--- config.mk ---
export PLATFORM = sky130hd
export DESIGN_NAME = fpAddSub
export DESIGN_NICKNAME = d
export VERILOG_FILES = /design/src/verilog/fpFormatPkg.sv /design/src/verilog/fpAddPkg.sv /design/src/verilog/fpUnpack.sv /design/src/verilog/fpAlign.sv /design/src/verilog/fpMantAdd.sv /design/src/verilog/fpNormalize.sv /design/src/verilog/fpRound.sv /design/src/verilog/fpAddSub.sv
export SDC_FILE = /design/constraint.sdc
export NUM_CORES = 1
export LEC_CHECK = 0
export BUFFER_PORTS_ARGS = -buffer_cell sky130_fd_sc_hd__buf_2
export CORE_ASPECT_RATIO = 1.25
export CORE_MARGIN = 2
export CORE_UTILIZATION = 25
export CTS_CLUSTER_DIAMETER = 120
export DETAILED_ROUTE_END_ITERATION = 6
export GPL_TIMING_DRIVEN = 0
export HOLD_SLACK_MARGIN = 0.15
export PLACE_DENSITY_LB_ADDON = 0.15
export SLEW_MARGIN = 20
export SYNTH_ARGS = -nofsm -noshare
export SYNTH_HDL_FRONTEND = slang
export SYNTH_SLANG_ARGS = --single-unit
--- constraint.sdc ---
create_clock -name clk -period 4.9 [get_ports clk]
set_clock_uncertainty 0.15 [all_clocks]
set_input_delay 0.98 -clock clk [delete_from_list [all_inputs] [get_ports clk]]
set_output_delay 0.98 -clock clk [all_outputs]
set_load 0.02 [all_outputs]
--- src/verilog/fpFormatPkg.sv ---
`default_nettype none

// Field layout and operand classes shared by every pipeline stage
package fpFormatPkg;

	// Half precision by default
	localparam int defExpWidth = 5;		// Biased exponent field
	localparam int defManWidth = 10;	// Stored fraction, hidden bit not counted

	// Extra bits kept below the significand LSB while aligning
	// Guard at the top, sticky at the bottom
	localparam int grsWidth = 3;

	// Class of an input operand
	// Also carried down the pipe as the special class of the result
	typedef enum logic [1:0] {
		clsNormal = 2'd0,	// Finite, nonzero
		clsZero   = 2'd1,	// Zero, subnormals land here too
		clsInf    = 2'd2,	// All-ones exponent, zero fraction
		clsNaN    = 2'd3	// All-ones exponent, nonzero fraction
	} operandClass_t;

endpackage

`default_nettype wire

--- src/verilog/fpAddPkg.sv ---
`default_nettype none

// Operation codes and status word layout of the adder
package fpAddPkg;

	// Requested operation, one per item
	typedef enum logic {
		opAdd = 1'b0,
		opSub = 1'b1	// Flips sign of b before the add
	} fpOp_t;

	// Exception flag word
	localparam int numFlags = 4;

	// Bit positions inside the flag word
	typedef enum logic [1:0] {
		flagInexact   = 2'd0,
		flagInvalid   = 2'd1,
		flagUnderflow = 2'd2,
		flagOverflow  = 2'd3
	} flagIdx_t;

	// Input edge to output edge, one register per stage
	localparam int pipeLatency = 5;

endpackage

`default_nettype wire

--- src/verilog/fpUnpack.sv ---
`default_nettype none

// Stage 1: classify, resolve effective op, order by magnitude
module fpUnpack #(
	parameter int expWidth = fpFormatPkg::defExpWidth,
	parameter int manWidth = fpFormatPkg::defManWidth
) (
	input  wire logic                         clk,
	input  wire logic                         rst,
	input  wire logic                         inValid,
	input  wire fpAddPkg::fpOp_t              op,
	input  wire logic [expWidth+manWidth:0]   a,
	input  wire logic [expWidth+manWidth:0]   b,
	output logic                              valid,
	output logic                              sign,
	output fpFormatPkg::operandClass_t        specialClass,
	output logic                              effSub,
	output logic [expWidth-1:0]               bigExp,
	output logic [manWidth:0]                 bigSig,	// Hidden bit restored
	output logic [manWidth:0]                 smallSig,
	output logic [expWidth-1:0]               expDiff
);
	import fpFormatPkg::*;
	import fpAddPkg::*;

	logic aSign;
	logic bSign;	// Already flipped for subtract
	logic [expWidth-1:0] aExp;
	logic [expWidth-1:0] bExp;
	logic [manWidth-1:0] aFrac;
	logic [manWidth-1:0] bFrac;
	operandClass_t aClass;
	operandClass_t bClass;
	logic [expWidth+manWidth-1:0] aMag;	// Exponent and fraction, sign dropped
	logic [expWidth+manWidth-1:0] bMag;
	logic [manWidth:0] aSig;
	logic [manWidth:0] bSig;
	logic swap;	// b is the larger magnitude
	operandClass_t classNext;
	logic signNext;

	function automatic operandClass_t classify(input logic [expWidth-1:0] exp,
		input logic [manWidth-1:0] frac);
		if (exp == '0)
			return clsZero;	// Subnormal read as zero
		if (&exp)
			return (frac == '0) ? clsInf : clsNaN;
		return clsNormal;
	endfunction

	assign aSign = a[expWidth+manWidth];
	assign bSign = b[expWidth+manWidth] ^ (op == opSub);
	assign aExp = a[expWidth+manWidth-1:manWidth];
	assign bExp = b[expWidth+manWidth-1:manWidth];
	assign aFrac = a[manWidth-1:0];
	assign bFrac = b[manWidth-1:0];
	assign aClass = classify(aExp, aFrac);
	assign bClass = classify(bExp, bFrac);

	// Subnormal fraction must not win the compare
	assign aMag = (aClass == clsZero) ? '0 : {aExp, aFrac};
	assign bMag = (bClass == clsZero) ? '0 : {bExp, bFrac};
	assign aSig = (aClass == clsZero) ? '0 : {1'b1, aFrac};
	assign bSig = (bClass == clsZero) ? '0 : {1'b1, bFrac};
	assign swap = aMag < bMag;

	// Result class is settled here once and only carried afterwards
	always_comb begin
		classNext = clsNormal;
		signNext = swap ? bSign : aSign;	// Larger operand decides
		if (aClass == clsNaN || bClass == clsNaN) begin
			classNext = clsNaN;
			signNext = 1'b0;	// Canonical NaN is positive
		end else if (aClass == clsInf && bClass == clsInf && aSign != bSign) begin
			classNext = clsNaN;	// Inf - Inf
			signNext = 1'b0;
		end else if (aClass == clsInf || bClass == clsInf) begin
			classNext = clsInf;
			signNext = (aClass == clsInf) ? aSign : bSign;
		end else if (aSign != bSign && aMag == bMag) begin
			// Exact cancellation of opposite signs is +0 under RNE
			signNext = 1'b0;
		end
	end

	always_ff @(posedge clk) begin
		if (rst) begin
			valid <= 1'b0;
		end else begin
			valid <= inValid;
		end
	end

	always_ff @(posedge clk) begin
		sign <= signNext;
		specialClass <= classNext;
		effSub <= aSign ^ bSign;
		bigExp <= swap ? bExp : aExp;
		bigSig <= swap ? bSig : aSig;
		smallSig <= swap ? aSig : bSig;
		expDiff <= swap ? bExp - aExp : aExp - bExp;	// Never negative
	end

endmodule

`default_nettype wire

--- src/verilog/fpAlign.sv ---
`default_nettype none

// Stage 2: right-shift the smaller significand, collect sticky
module fpAlign #(
	parameter int expWidth = fpFormatPkg::defExpWidth,
	parameter int manWidth = fpFormatPkg::defManWidth
) (
	input  wire logic                                   clk,
	input  wire logic                                   rst,
	input  wire logic                                   inValid,
	input  wire logic                                   inSign,
	input  wire fpFormatPkg::operandClass_t             inClass,
	input  wire logic                                   inEffSub,
	input  wire logic [expWidth-1:0]                    inBigExp,
	input  wire logic [manWidth:0]                      inBigSig,
	input  wire logic [manWidth:0]                      smallSig,
	input  wire logic [expWidth-1:0]                    expDiff,
	output logic                                        valid,
	output logic                                        sign,
	output fpFormatPkg::operandClass_t                  specialClass,
	output logic                                        effSub,
	output logic [expWidth-1:0]                         bigExp,
	output logic [manWidth:0]                           bigSig,
	output logic [manWidth+fpFormatPkg::grsWidth:0]     alignedSig	// GRS appended
);
	import fpFormatPkg::*;

	localparam int alnWidth = manWidth + 1 + grsWidth;

	logic [2*alnWidth-1:0] shiftField;	// Upper half kept, lower half lost
	logic [2*alnWidth-1:0] shifted;
	logic sticky;
	logic [alnWidth-1:0] alignedNext;

	assign shiftField = {smallSig, {grsWidth{1'b0}}, {alnWidth{1'b0}}};
	assign shifted = shiftField >> expDiff;
	assign sticky = |shifted[alnWidth-1:0];	// Anything pushed below the field

	always_comb begin
		if (expDiff >= alnWidth) begin
			// Whole operand past the bottom, only sticky survives
			alignedNext = {{(alnWidth-1){1'b0}}, |smallSig};
		end else begin
			alignedNext = {shifted[2*alnWidth-1:alnWidth+1], shifted[alnWidth] | sticky};
		end
	end

	always_ff @(posedge clk) begin
		if (rst) begin
			valid <= 1'b0;
		end else begin
			valid <= inValid;
		end
	end

	always_ff @(posedge clk) begin
		sign <= inSign;
		specialClass <= inClass;
		effSub <= inEffSub;
		bigExp <= inBigExp;
		bigSig <= inBigSig;
		alignedSig <= alignedNext;
	end

endmodule

`default_nettype wire

--- src/verilog/fpMantAdd.sv ---
`default_nettype none

// Stage 3: significand add or subtract
module fpMantAdd #(
	parameter int expWidth = fpFormatPkg::defExpWidth,
	parameter int manWidth = fpFormatPkg::defManWidth
) (
	input  wire logic                                   clk,
	input  wire logic                                   rst,
	input  wire logic                                   inValid,
	input  wire logic                                   inSign,
	input  wire fpFormatPkg::operandClass_t             inClass,
	input  wire logic                                   effSub,
	input  wire logic [expWidth-1:0]                    inBigExp,
	input  wire logic [manWidth:0]                      bigSig,
	input  wire logic [manWidth+fpFormatPkg::grsWidth:0] alignedSig,
	output logic                                        valid,
	output logic                                        sign,
	output fpFormatPkg::operandClass_t                  specialClass,
	output logic [expWidth-1:0]                         bigExp,
	output logic [manWidth+fpFormatPkg::grsWidth+1:0]   sum	// Top bit is carry
);
	import fpFormatPkg::*;

	localparam int sumWidth = manWidth + grsWidth + 2;

	logic [sumWidth-1:0] bigExt;	// Zero GRS below the larger significand
	logic [sumWidth-1:0] smallExt;
	logic [sumWidth-1:0] sumNext;

	assign bigExt = {1'b0, bigSig, {grsWidth{1'b0}}};
	assign smallExt = {1'b0, alignedSig};

	// Magnitude ordering in stage 1 keeps the difference non-negative
	assign sumNext = effSub ? bigExt - smallExt : bigExt + smallExt;

	always_ff @(posedge clk) begin
		if (rst) begin
			valid <= 1'b0;
		end else begin
			valid <= inValid;
		end
	end

	always_ff @(posedge clk) begin
		sign <= inSign;
		specialClass <= inClass;
		bigExp <= inBigExp;
		sum <= sumNext;
	end

endmodule

`default_nettype wire

--- src/verilog/fpNormalize.sv ---
`default_nettype none

// Stage 4: leading zero count, shift and exponent fix-up
module fpNormalize #(
	parameter int expWidth = fpFormatPkg::defExpWidth,
	parameter int manWidth = fpFormatPkg::defManWidth
) (
	input  wire logic                                   clk,
	input  wire logic                                   rst,
	input  wire logic                                   inValid,
	input  wire logic                                   inSign,
	input  wire fpFormatPkg::operandClass_t             inClass,
	input  wire logic [expWidth-1:0]                    bigExp,
	input  wire logic [manWidth+fpFormatPkg::grsWidth+1:0] sum,
	output logic                                        valid,
	output logic                                        sign,
	output fpFormatPkg::operandClass_t                  specialClass,
	output logic signed [expWidth:0]                    normExp,	// May go below 1
	output logic [manWidth+fpFormatPkg::grsWidth:0]     normSig,	// Hidden bit at top
	output logic                                        exactZero
);
	import fpFormatPkg::*;

	localparam int alnWidth = manWidth + 1 + grsWidth;
	localparam int lzcWidth = $clog2(alnWidth + 1);

	logic carry;
	logic [lzcWidth-1:0] lzc;
	logic [alnWidth-1:0] sigNext;
	logic signed [expWidth:0] expNext;

	assign carry = sum[alnWidth];

	// Highest set bit wins, all-zero sum gives full width
	always_comb begin
		lzc = lzcWidth'(alnWidth);
		for (int i = 0; i < alnWidth; i++) begin
			if (sum[i])
				lzc = lzcWidth'(alnWidth - 1 - i);
		end
	end

	always_comb begin
		if (carry) begin
			sigNext = {sum[alnWidth:2], sum[1] | sum[0]};	// Keep sticky
			expNext = $signed({1'b0, bigExp} + 1'b1);
		end else begin
			sigNext = sum[alnWidth-1:0] << lzc;
			expNext = $signed({1'b0, bigExp}) - $signed((expWidth+1)'(lzc));
		end
	end

	always_ff @(posedge clk) begin
		if (rst) begin
			valid <= 1'b0;
		end else begin
			valid <= inValid;
		end
	end

	always_ff @(posedge clk) begin
		sign <= inSign;
		specialClass <= inClass;
		normExp <= expNext;
		normSig <= sigNext;
		exactZero <= (sum == '0);	// Cancellation or zero operands
	end

endmodule

`default_nettype wire

--- src/verilog/fpRound.sv ---
`default_nettype none

// Stage 5: RNE rounding, range checks, special results and flags
module fpRound #(
	parameter int expWidth = fpFormatPkg::defExpWidth,
	parameter int manWidth = fpFormatPkg::defManWidth
) (
	input  wire logic                                   clk,
	input  wire logic                                   rst,
	input  wire logic                                   valid,
	input  wire logic                                   sign,
	input  wire fpFormatPkg::operandClass_t             specialClass,
	input  wire logic signed [expWidth:0]               normExp,
	input  wire logic [manWidth+fpFormatPkg::grsWidth:0] normSig,
	input  wire logic                                   exactZero,
	output logic                                        outValid,
	output logic [expWidth+manWidth:0]                  result,
	output logic [fpAddPkg::numFlags-1:0]               flags
);
	import fpFormatPkg::*;
	import fpAddPkg::*;

	localparam int alnWidth = manWidth + 1 + grsWidth;
	localparam logic [expWidth-1:0] expOnes = '1;

	logic guard;
	logic roundBit;
	logic sticky;
	logic lsb;	// Fraction LSB, breaks ties
	logic lost;	// Any discarded bit set
	logic roundUp;
	logic [manWidth+1:0] rounded;	// Extra top bit catches carry-out
	logic signed [expWidth+1:0] roundExp;
	logic [manWidth-1:0] fracOut;
	logic [expWidth+manWidth:0] resultNext;
	logic [numFlags-1:0] flagsNext;

	assign guard = normSig[grsWidth-1];
	assign roundBit = normSig[grsWidth-2];
	assign sticky = |normSig[grsWidth-3:0];
	assign lsb = normSig[grsWidth];
	assign lost = guard | roundBit | sticky;
	assign roundUp = guard & (roundBit | sticky | lsb);	// Nearest, ties to even

	assign rounded = {1'b0, normSig[alnWidth-1:grsWidth]} + {{(manWidth+1){1'b0}}, roundUp};

	// Carry-out from 1.11..1 renormalizes by one
	assign roundExp = (expWidth+2)'(normExp) + $signed({1'b0, rounded[manWidth+1]});
	assign fracOut = rounded[manWidth+1] ? rounded[manWidth:1] : rounded[manWidth-1:0];

	always_comb begin
		resultNext = {sign, roundExp[expWidth-1:0], fracOut};
		flagsNext = '0;
		flagsNext[flagInexact] = lost;
		if (specialClass == clsNaN) begin
			resultNext = {1'b0, expOnes, 1'b1, {(manWidth-1){1'b0}}};	// Quiet NaN
			flagsNext = '0;
			flagsNext[flagInvalid] = 1'b1;
		end else if (specialClass == clsInf) begin
			resultNext = {sign, expOnes, {manWidth{1'b0}}};
			flagsNext = '0;	// Exact infinity from an infinite operand
		end else if (exactZero) begin
			// Sign already +0 for opposite-sign cancellation
			resultNext = {sign, {(expWidth+manWidth){1'b0}}};
			flagsNext = '0;
		end else if (roundExp >= $signed({2'b00, expOnes})) begin
			resultNext = {sign, expOnes, {manWidth{1'b0}}};	// Overflow to inf
			flagsNext[flagOverflow] = 1'b1;
			flagsNext[flagInexact] = 1'b1;
		end else if (roundExp < 1) begin
			resultNext = {sign, {(expWidth+manWidth){1'b0}}};	// Flush, no subnormals
			flagsNext[flagUnderflow] = 1'b1;
			flagsNext[flagInexact] = 1'b1;
		end
	end

	always_ff @(posedge clk) begin
		if (rst) begin
			outValid <= 1'b0;
		end else begin
			outValid <= valid;
		end
	end

	// Meaningless while outValid is low
	always_ff @(posedge clk) begin
		result <= resultNext;
		flags <= flagsNext;
	end

endmodule

`default_nettype wire

--- src/verilog/fpAddSub.sv ---
`default_nettype none

// Five-stage FP add/sub, one operation accepted per cycle
module fpAddSub #(
	parameter int expWidth = fpFormatPkg::defExpWidth,
	parameter int manWidth = fpFormatPkg::defManWidth
) (
	input  wire logic                          clk,
	input  wire logic                          rst,
	input  wire logic                          inValid,
	input  wire fpAddPkg::fpOp_t               op,
	input  wire logic [expWidth+manWidth:0]    a,
	input  wire logic [expWidth+manWidth:0]    b,
	output logic                               outValid,
	output logic [expWidth+manWidth:0]         result,
	output logic [fpAddPkg::numFlags-1:0]      flags
);
	import fpFormatPkg::*;

	// Unpack to align
	logic upValid;
	logic upSign;
	operandClass_t upClass;
	logic upEffSub;
	logic [expWidth-1:0] upBigExp;
	logic [manWidth:0] upBigSig;
	logic [manWidth:0] upSmallSig;
	logic [expWidth-1:0] upExpDiff;

	// Align to add
	logic alValid;
	logic alSign;
	operandClass_t alClass;
	logic alEffSub;
	logic [expWidth-1:0] alBigExp;
	logic [manWidth:0] alBigSig;
	logic [manWidth+grsWidth:0] alAlignedSig;

	// Add to normalize
	logic addValid;
	logic addSign;
	operandClass_t addClass;
	logic [expWidth-1:0] addBigExp;
	logic [manWidth+grsWidth+1:0] addSum;

	// Normalize to round
	logic nrmValid;
	logic nrmSign;
	operandClass_t nrmClass;
	logic signed [expWidth:0] nrmExp;
	logic [manWidth+grsWidth:0] nrmSig;
	logic nrmExactZero;

	fpUnpack #(.expWidth(expWidth), .manWidth(manWidth)) uUnpack (
		.clk(clk), .rst(rst), .inValid(inValid), .op(op), .a(a), .b(b),
		.valid(upValid), .sign(upSign), .specialClass(upClass), .effSub(upEffSub),
		.bigExp(upBigExp), .bigSig(upBigSig), .smallSig(upSmallSig), .expDiff(upExpDiff)
	);

	fpAlign #(.expWidth(expWidth), .manWidth(manWidth)) uAlign (
		.clk(clk), .rst(rst), .inValid(upValid), .inSign(upSign), .inClass(upClass),
		.inEffSub(upEffSub), .inBigExp(upBigExp), .inBigSig(upBigSig),
		.smallSig(upSmallSig), .expDiff(upExpDiff),
		.valid(alValid), .sign(alSign), .specialClass(alClass), .effSub(alEffSub),
		.bigExp(alBigExp), .bigSig(alBigSig), .alignedSig(alAlignedSig)
	);

	fpMantAdd #(.expWidth(expWidth), .manWidth(manWidth)) uMantAdd (
		.clk(clk), .rst(rst), .inValid(alValid), .inSign(alSign), .inClass(alClass),
		.effSub(alEffSub), .inBigExp(alBigExp), .bigSig(alBigSig), .alignedSig(alAlignedSig),
		.valid(addValid), .sign(addSign), .specialClass(addClass), .bigExp(addBigExp),
		.sum(addSum)
	);

	fpNormalize #(.expWidth(expWidth), .manWidth(manWidth)) uNormalize (
		.clk(clk), .rst(rst), .inValid(addValid), .inSign(addSign), .inClass(addClass),
		.bigExp(addBigExp), .sum(addSum),
		.valid(nrmValid), .sign(nrmSign), .specialClass(nrmClass), .normExp(nrmExp),
		.normSig(nrmSig), .exactZero(nrmExactZero)
	);

	fpRound #(.expWidth(expWidth), .manWidth(manWidth)) uRound (
		.clk(clk), .rst(rst), .valid(nrmValid), .sign(nrmSign), .specialClass(nrmClass),
		.normExp(nrmExp), .normSig(nrmSig), .exactZero(nrmExactZero),
		.outValid(outValid), .result(result), .flags(flags)
	);

endmodule

`default_nettype wire

* After elaboration in Yosys (flattened, before gate mapping)
Index checks and enable logic that the tools add are counted.
** Storage, ports and cells
- Register bits :: 142
- Input bits :: 36
- Output and inout port bits :: 21
- Logic and storage cells :: 143
** Cells by class
- Add/sub/neg operators :: 8
- $lt $le $gt $ge :: 4
- Equal/unequal tests :: 10
- Shifts and indexed selects :: 2
- Muxes and demuxes :: 56
- Bitwise gates (word level) :: 9
- Reductions and logical operators :: 19
** Operators by type and width (number)
- $mux 15 :: 6
- $mux 11 :: 4
- $mux 4 :: 8
- $shr 28x5->28 :: 1
- $mux 2 :: 11
- $logic_not 10->1 :: 2
- $mux 10 :: 2
- $mux 1 :: 17
- $add 14x14->15 :: 1
- $eq 15x15->1 :: 1
- $logic_not 15->1 :: 1
- $lt 15x15->1 :: 1
- $sub 14x14->15 :: 1
- $reduce_or 14->1 :: 1
- $shl 14x4->14 :: 1
- $mux 13 :: 1
- $add 11x1->12 :: 1
- $eq 2x2->1 const B :: 6
- $mux 3 :: 4
- $reduce_or 11->1 :: 1
- $logic_not 5->1 :: 2
- $mux 5 :: 2
- $reduce_and 5->1 :: 2
- $sub 5x5->5 :: 2
- other kinds (18) :: 29

* Longest topological paths before layout
Gate-level depths: netlist of the first run.
- Depth after elaboration :: 16
- Gate-level depth with buffers :: 14
- Depth with buffers taken out :: 12

* Modules after synthesis
A second synthesis of the first run with hierarchy kept.
** Second synthesis, totals
- Cells, all modules :: 895
- Area, all modules :: 8022.7 µm²
** Modules (own cells, without submodules)
- fpUnpack :: instances 1, cells each 247, area an instance 2033.2 µm²
- fpNormalize :: instances 1, cells each 193, area an instance 1692.9 µm²
- fpMantAdd :: instances 1, cells each 192, area an instance 1684.1 µm²
- fpAlign :: instances 1, cells each 143, area an instance 1497.7 µm²
- fpRound :: instances 1, cells each 120, area an instance 1114.8 µm²

* Worst setup path before layout of the first run
OpenSTA, ideal clock, no wires.
- Kind :: input-to-reg
- Start :: input a[12]
- End :: register uUnpack.bigSig[10]
- Arrival :: 3.330 ns
- Data required time :: 4.627 ns
- Setup slack :: 1.297 ns
- Stages on the path :: 11
- Cells stage by stage :: nor3_1 > nand2_1 > clkbuf_1 > nand2_1 > inv_1 > ha_1 > and4_1 > a221o_1 > a211oi_1 > buf_4 > mux2_1
** On the way
- Cells in the longest elaborated chain, start to end :: 9
** Ends and longest elaborated chain
- start: declaration :: RTL line fpAddSub.sv:12 : input wire logic [expWidth+manWidth:0] a,
- $reduce_and 5->1 :: RTL line fpUnpack.sv:46 : if (&exp)
- $mux 1 (2 in a row) :: RTL line fpUnpack.sv:46
- $mux 2 :: RTL line fpUnpack.sv:48 : return clsNormal;
- $mux 2 :: RTL line fpUnpack.sv:46
- $eq 2x1->1 :: RTL line fpUnpack.sv:61, fpUnpack.sv:63
- $mux 15 :: RTL line fpUnpack.sv:61 : assign aMag = (aClass == clsZero) ? '0 : {aExp, aFrac};
- $lt 15x15->1 :: RTL line fpUnpack.sv:65 : assign swap = aMag < bMag;
- $mux 11 (*) :: RTL line fpUnpack.sv:99 : bigSig <= swap ? bSig : aSig;
- end signal: assignment :: RTL line fpUnpack.sv:99
- end: declaration :: RTL line fpUnpack.sv:19 : output logic [manWidth:0] bigSig,
Mark *: on every way between the ends. The rest lies on a longest branch, timed or not. The select of a mux whose other input is x is not followed.
A chain may end at the register's enable or synchronous reset.

* Worst setup path in the final report of the first run
- Start :: input a[12]
- End :: register uUnpack.bigSig[0]
Same word-level chain as after synthesis.

==> results_dict.tcl, run 1 <==
set metrics [dict create \
    antenna_found_initial 0 \
    wl_per_cell_um 14.55 \
    coreArea_um2 30030 \
    clkLatencyLatePin_ps 430 \
    crit_type "in2reg" \
    post-route-min-period_ps 3872 \
    synth_flop_cell "dfxtp_1" \
    synth.distinct_cells 87 \
    r2r.worst_path.cells 12 \
    grt_max_degree 17 \
    dieArea_um2 31810 \
    cts_setup_buffers 0 \
    cts.repair.resized 0 \
    cp_data_arrival_time_ps 4030 \
    cp_cell_sequence "buf_2 > nor3_1 > nand2_1 > clkbuf_1 > nand2_1 > inv_1 > ha_1 > a21o_1 > a211oi_1 > a211oi_1 > a211oi_1 > buf_4 > buf_2 > nand2_1 > o21ai_0" \
    status "finished clean" \
    p_seq_share_pct 32.8 \
    critPathBufInv 5 \
    synth_largest_area_cell "dfxtp_1" \
    switchingPower_mw 2.037 \
    final-max-slew-violation-count 0 \
    vdd_drop_max_uv 204.9 \
    fmax_mhz 258.2 \
    firstDrtPassIters 5 \
    finalHoldViolations 0 \
    maxSlewHeadroom_pct 59.28 \
    syn_nets 971 \
    viasPerCell 4.643 \
    tns_ps 0 \
    holdPathStages 0 \
    vias 6338 \
    drv_cap 0 \
    start_util_pct 25.31 \
    fp.dieW_um 159.9 \
    cp-end-kind "flip-flop" \
    p_clk_share_pct 26.0 \
    grt_pass1_vias 6396 \
    cts_inserted_buffers 17 \
    cts.path.max_buffers 2 \
    layout-drive-gt1-share_pct 14.21 \
    drc 0 \
    antenna_cells 0 \
    cts-root-buf "clkbuf_16" \
    grt_pass1_wl_um 32640 \
    clk_pin_slew_ps 60 \
    drtIter0Drc 305 \
    cp_top_family "compound AO/OA/AOI/OAI gates" \
    grt_usage_pct 13.06 \
    netlist_instances 876 \
    io_buffers 56 \
    final_cells 1365 \
    pwr-share-comb_pct 41.2 \
    cts_hold_buf 0 \
    cts_tree "done" \
    startpoint "a[12]" \
    netlist_top_cells_area "dfxtp_1, ha_1, mux2i_1" \
    synth_edf_count 0 \
    grt_overflow 0 \
    rsz0062_at_grt "no" \
    h-tree-depth 4 \
    worst_path_max_delay_cell "ha_1" \
    die_h_um 198.9 \
    ant_nets 0 \
    clkSinkCount 142 \
    timing.rr.start "uNormalize.normSig[2]" \
    dpl_cell_area_um2 8381 \
    synth-async-reset-ratio_pct 0 \
    dp.cells 1333 \
    hp-class "reg2reg" \
    rows 71 \
    drt-total-wl_um 19860 \
    final.period_utilization_pct 79.03 \
    cp.depth 15 \
    critical_path.max_stage_delay_ps 300 \
    hpwl_um 15960 \
    ys.warnings.count 0 \
    power.total_mw 5.216 \
    cp-endpoint "uUnpack.bigSig[0]" \
    syn_avg_cell_area_um2 8.674 \
    power.density_nw_per_um2 579.3 \
    final_area_um2 9004 \
    cp-start-kind "input pin" \
    setup_viol 0 \
    timing.rr.end "uRound.result[9]" \
    final_nets 1046 \
    cp_max_fo 10 \
    ys_seq_area_share_pct 37.41 \
    cp.required_ps 5060 \
    yosysTopAreaCellShare_pct 37.41 \
    leakage_nw 3.937 \
    p_sw_share_pct 39.05 \
    io_pins 57 \
    worst_pin_slew_ps 605.7 \
    reg2reg_slack_ps 1480 \
    area_growth_syn_to_layout_pct 18.49 \
    p_int_mw 3.179 \
    place.gp.congestion 0.9284 \
    synth_seq_cells 142 \
    syn-cell-area_um2 7599 \
]
-- cells in the mapped netlist (5+ instances only) --
cell and count:
dfxtp_1 142, nand2_1 74, nor2_1 65, inv_1 61
ha_1 55, a21oi_1 54, o21ai_0 42, nand3_1 37
mux2i_1 28, nor3_1 26, clkbuf_1 22, o21ai_1 21
xnor2_1 18, nor2b_1 17, xor2_1 15, and3_1 12
a31oi_1 11, a21o_1 10, buf_2 9, nor4_1 9
a211oi_1 7, nand2b_1 6, a22oi_1 5, a2bb2oi_1 5
buf_6 5, nand4_1 5, o22ai_1 5, o31ai_1 5
or2_1 5
-- power groups by stage --
stage          Combinational [mW]  Clock, mW  Sequential [mW]
3_3_place_gp                 2.17          0             1.74
5_1_grt                      2.40       1.46             1.75
2_1_floorplan                1.55          0             1.73
4_1_cts                      2.16       1.40             1.72
3_5_place_dp                 2.15          0             1.74
6_report                     2.15       1.36             1.71
-- state kept, by name, summed over array words and instances, names as in the netlist, 4 cells and up --
signal              count
uAlign.bigExp           5
uUnpack.expDiff         5
uUnpack.bigSig         11
uUnpack.bigExp          5
uAlign.alignedSig      14
uNormalize.normExp      6
uRound.result          16
uUnpack.smallSig       11
uAlign.bigSig          11
uMantAdd.bigExp         5
uRound.flags            4
uNormalize.normSig     14
uMantAdd.sum           15
-- worst reg2reg max path: cells and delay by family, from the launching register on --
family                     cells  cell delay (ps)
buffers and inverters          1              350
DFF                            1              400
xor gates and xnor gates       1              110
and+or+nand+nor                5             1090
adders and majority gates      2              540
AOI/OAI and AO/OA              3              670
-- layer usage --
metal / share of wire (%) / wire, um / track usage (%) / up-vias
li1: - / - / - / 3243
met4: 3.9 / 773 / 7.174 / 0
met5: 0 / 0 / 0 / -
met3: 2.8 / 565 / 2.460 / 47
met2: 52 / 10350 / 24.95 / 130
met1: 41 / 8170 / 13.39 / 2918
-- area by class of cell --
cell class | instances | area [um2]
Sequential cell | 142 | 2843
Tap cell | 401 | 501.7
Buffer | 43 | 245.2
Fill cell | 3294 | 21020
Clock buffer | 17 | 425.4
Inverter | 64 | 240.2
Timing Repair Buffer | 56 | 280.3
Clock inverter | 15 | 197.7
Multi-Input combinational cell | 627 | 4270
-- worst min-delay path by stage --
stage	start	endpoint	slack [ps]
after floorplan	uUnpack.bigExp[0]	uAlign.bigExp[0]	160
after global placement	uAlign.bigExp[3]	uMantAdd.bigExp[3]	160
after detailed placement	uUnpack.bigExp[1]	uAlign.bigExp[1]	160
after CTS	uUnpack.bigSig[10]	uAlign.bigSig[10]	180
after global routing	uUnpack.bigSig[7]	uAlign.bigSig[7]	180
final	uUnpack.bigExp[1]	uAlign.bigExp[1]	180
-- placed cells by master, fill, tap and decap left out, drive strengths merged, types with 6 or more instances in the layout --
master,count
a211oi,7
a21o,10
a21oi,56
a31oi,11
and3,13
buf,75
clkbuf,41
dfxtp,142
ha,55
inv,73
mux2,8
mux2i,28
nand2,74
nand2b,6
nand3,37
nor2,66
nor2b,17
nor3,27
nor4,10
o21ai,64
or2,6
xnor2,18
xor2,15
-- logic make-up after synthesis --
kind of cell / share of synthesized area [%]
AND/OR/NAND/NOR: 19.18
AO/OA/AOI/OAI: 17.59
flip-flops: 37.41
buffers and inverters: 6.389
adder cells (fa/ha/maj): 10.11
multiplexers: 5.516
XOR/XNOR: 3.804
-- stage by stage --
step	worst slack, ps	util [%]	hold slack (ps)
2_1_floorplan	1297	-	159.6
3_3_place_gp	495.9	27.91	162.7
5_1_grt	740.9	29.99	181.8
3_5_place_dp	536.8	27.91	162.1
6_report	1028	29.99	176.4
4_1_cts	989.8	29.99	176.9
Note: power is estimated with default switching activity, not from simulation.
==> run 2: changes to the inputs <==
clock period = 3.6 ns   (was 4.9 ns; I/O delays follow)
==> results_dict.tcl, run 2 (synthesized netlist as in run 1, its figures left out) <==
set metrics [dict create \
    drv_cap 0 \
    grt_usage_pct 13.06 \
    wl_per_cell_um 14.59 \
    final_util_pct 30.03 \
    hp-class "reg2reg" \
    final-max-slew-violation-count 0 \
    cp_data_arrival_time_ps 3500 \
    critPathBufInv 4 \
    start_util_pct 25.31 \
    grt_pass1_wl_um 32640 \
    dp.cells 1333 \
    coreArea_um2 30030 \
    cp_cell_sequence "buf_2 > nor3_2 > nand2_1 > clkbuf_2 > nand2_1 > inv_1 > ha_1 > a21o_1 > a211oi_1 > a211oi_1 > a211oi_2 > clkbuf_1 > o21ai_0" \
    grt_max_degree 17 \
    rsz0062_at_grt "no" \
    io_buffers 56 \
    holdPathStages 0 \
    layout-drive-gt1-share_pct 14.85 \
    cts.path.max_buffers 2 \
    cts_hold_buf 0 \
    cp_max_fo 10 \
    fmax_mhz 296.3 \
    hpwl_um 15960 \
    area_growth_syn_to_layout_pct 18.67 \
    cts.repair.resized 1 \
    hold_start "uUnpack.bigExp[1]" \
    worst_path_max_delay_cell "clkbuf_1" \
    die_h_um 198.9 \
    status "finished clean" \
    h-tree-depth 4 \
    cts_tree "done" \
    top_register "uRound.result" \
    place.gp.congestion 0.9284 \
    final_common_cell "dfxtp_1" \
    drtIter0Drc 326 \
    cts_inserted_buffers 17 \
    antenna_cells 0 \
    final.period_utilization_pct 93.74 \
    timing.rr.start "uMantAdd.sum[6]" \
    drt-total-wl_um 19900 \
    final_nets 1045 \
    hold_path_end "uAlign.bigExp[1]" \
    post-route-min-period_ps 3375 \
    clkSinkCount 142 \
    ant_nets 0 \
    cp.required_ps 3720 \
    cp_top_family "compound AO/OA/AOI/OAI gates" \
    leakage_nw 3.947 \
    cp-end-kind "flip-flop" \
    fp.dieW_um 159.9 \
    grt_pass1_vias 6396 \
    dieArea_um2 31810 \
    cp-start-kind "input pin" \
    firstDrtPassIters 4 \
    drc 0 \
    final_cell_mix "dfxtp_1, nand2_1, nor2_1, buf_2, inv_1" \
    io_pins 57 \
    rows 71 \
    dpl_cell_area_um2 8381 \
    critical_path.max_stage_delay_ps 460 \
    clk_pin_slew_ps 60 \
    top_regs "uRound.result x16, uMantAdd.sum x15" \
    vdd_drop_max_uv 279.5 \
    largest_reg_flops 16 \
    cts_setup_buffers 0 \
    viasPerCell 4.651 \
    power.density_nw_per_um2 788.3 \
    grt_overflow 0 \
    r2r.worst_path.cells 11 \
    hold_slack_ps 176.2 \
    cts-root-buf "clkbuf_16" \
    final_area_um2 9017 \
    setup_viol 0 \
    timing.rr.end "uNormalize.normExp[5]" \
    maxSlewHeadroom_pct 59.29 \
    clkLatencyLatePin_ps 430 \
    antenna_found_initial 0 \
    crit_type "in2reg" \
    final_cells 1364 \
    finalHoldViolations 0 \
    vias 6344 \
    reg2reg_slack_ps 370 \
    worst_pin_slew_ps 605.5 \
]
[run 2: area by class of cell]
type	count	area [um2]
Timing Repair Buffer	56	280.3
Multi-Input combinational cell	627	4282
Fill cell	3296	21010
Buffer	42	247.7
Inverter	64	240.2
Clock buffer	17	425.4
Sequential cell	142	2843
Tap cell	401	501.7
Clock inverter	15	197.7
[run 2: metal layers]
| metal | vias to the layer above | GRT usage [%] | share of wire [%] |
|---|---|---|---|
| met5 | - | 0 | 0 |
| met4 | 0 | 7.174 | 3.7 |
| met3 | 46 | 2.460 | 3.0 |
| met2 | 132 | 24.95 | 52 |
| met1 | 2927 | 13.39 | 41 |
| li1 | 3239 | - | - |
[run 2: where the power goes]
part	internal, mW	leakage [nW]	switching, mW
clock	1.12	0.305	0.733
sequential	2.01	1.19	0.319
combinational	1.20	2.46	1.73
total	4.33	3.95	2.78
[run 2: worst max path at each step]
stage	startpoint	end	cells after the start
5_1_grt	a[12]	uUnpack.bigSig[9]	15
4_1_cts	a[12]	uUnpack.bigSig[0]	15
3_3_place_gp	a[12]	uUnpack.bigSig[0]	14
3_5_place_dp	a[12]	uUnpack.bigSig[0]	15
6_report	a[12]	uUnpack.bigExp[0]	13
2_1_floorplan	a[12]	uUnpack.bigSig[10]	11
[run 2: through the flow]
stage / worst slack, ps / total power [mW] / TNS, ps
global route: 12.27 / 7.649 / 0
floorplan: 256.5 / 4.471 / 0
CTS: 19.39 / 7.185 / 0
finish: 225.4 / 7.109 / 0
detailed placement: -503.2 / 5.302 / -12390
global placement: -544.1 / 5.313 / -13500
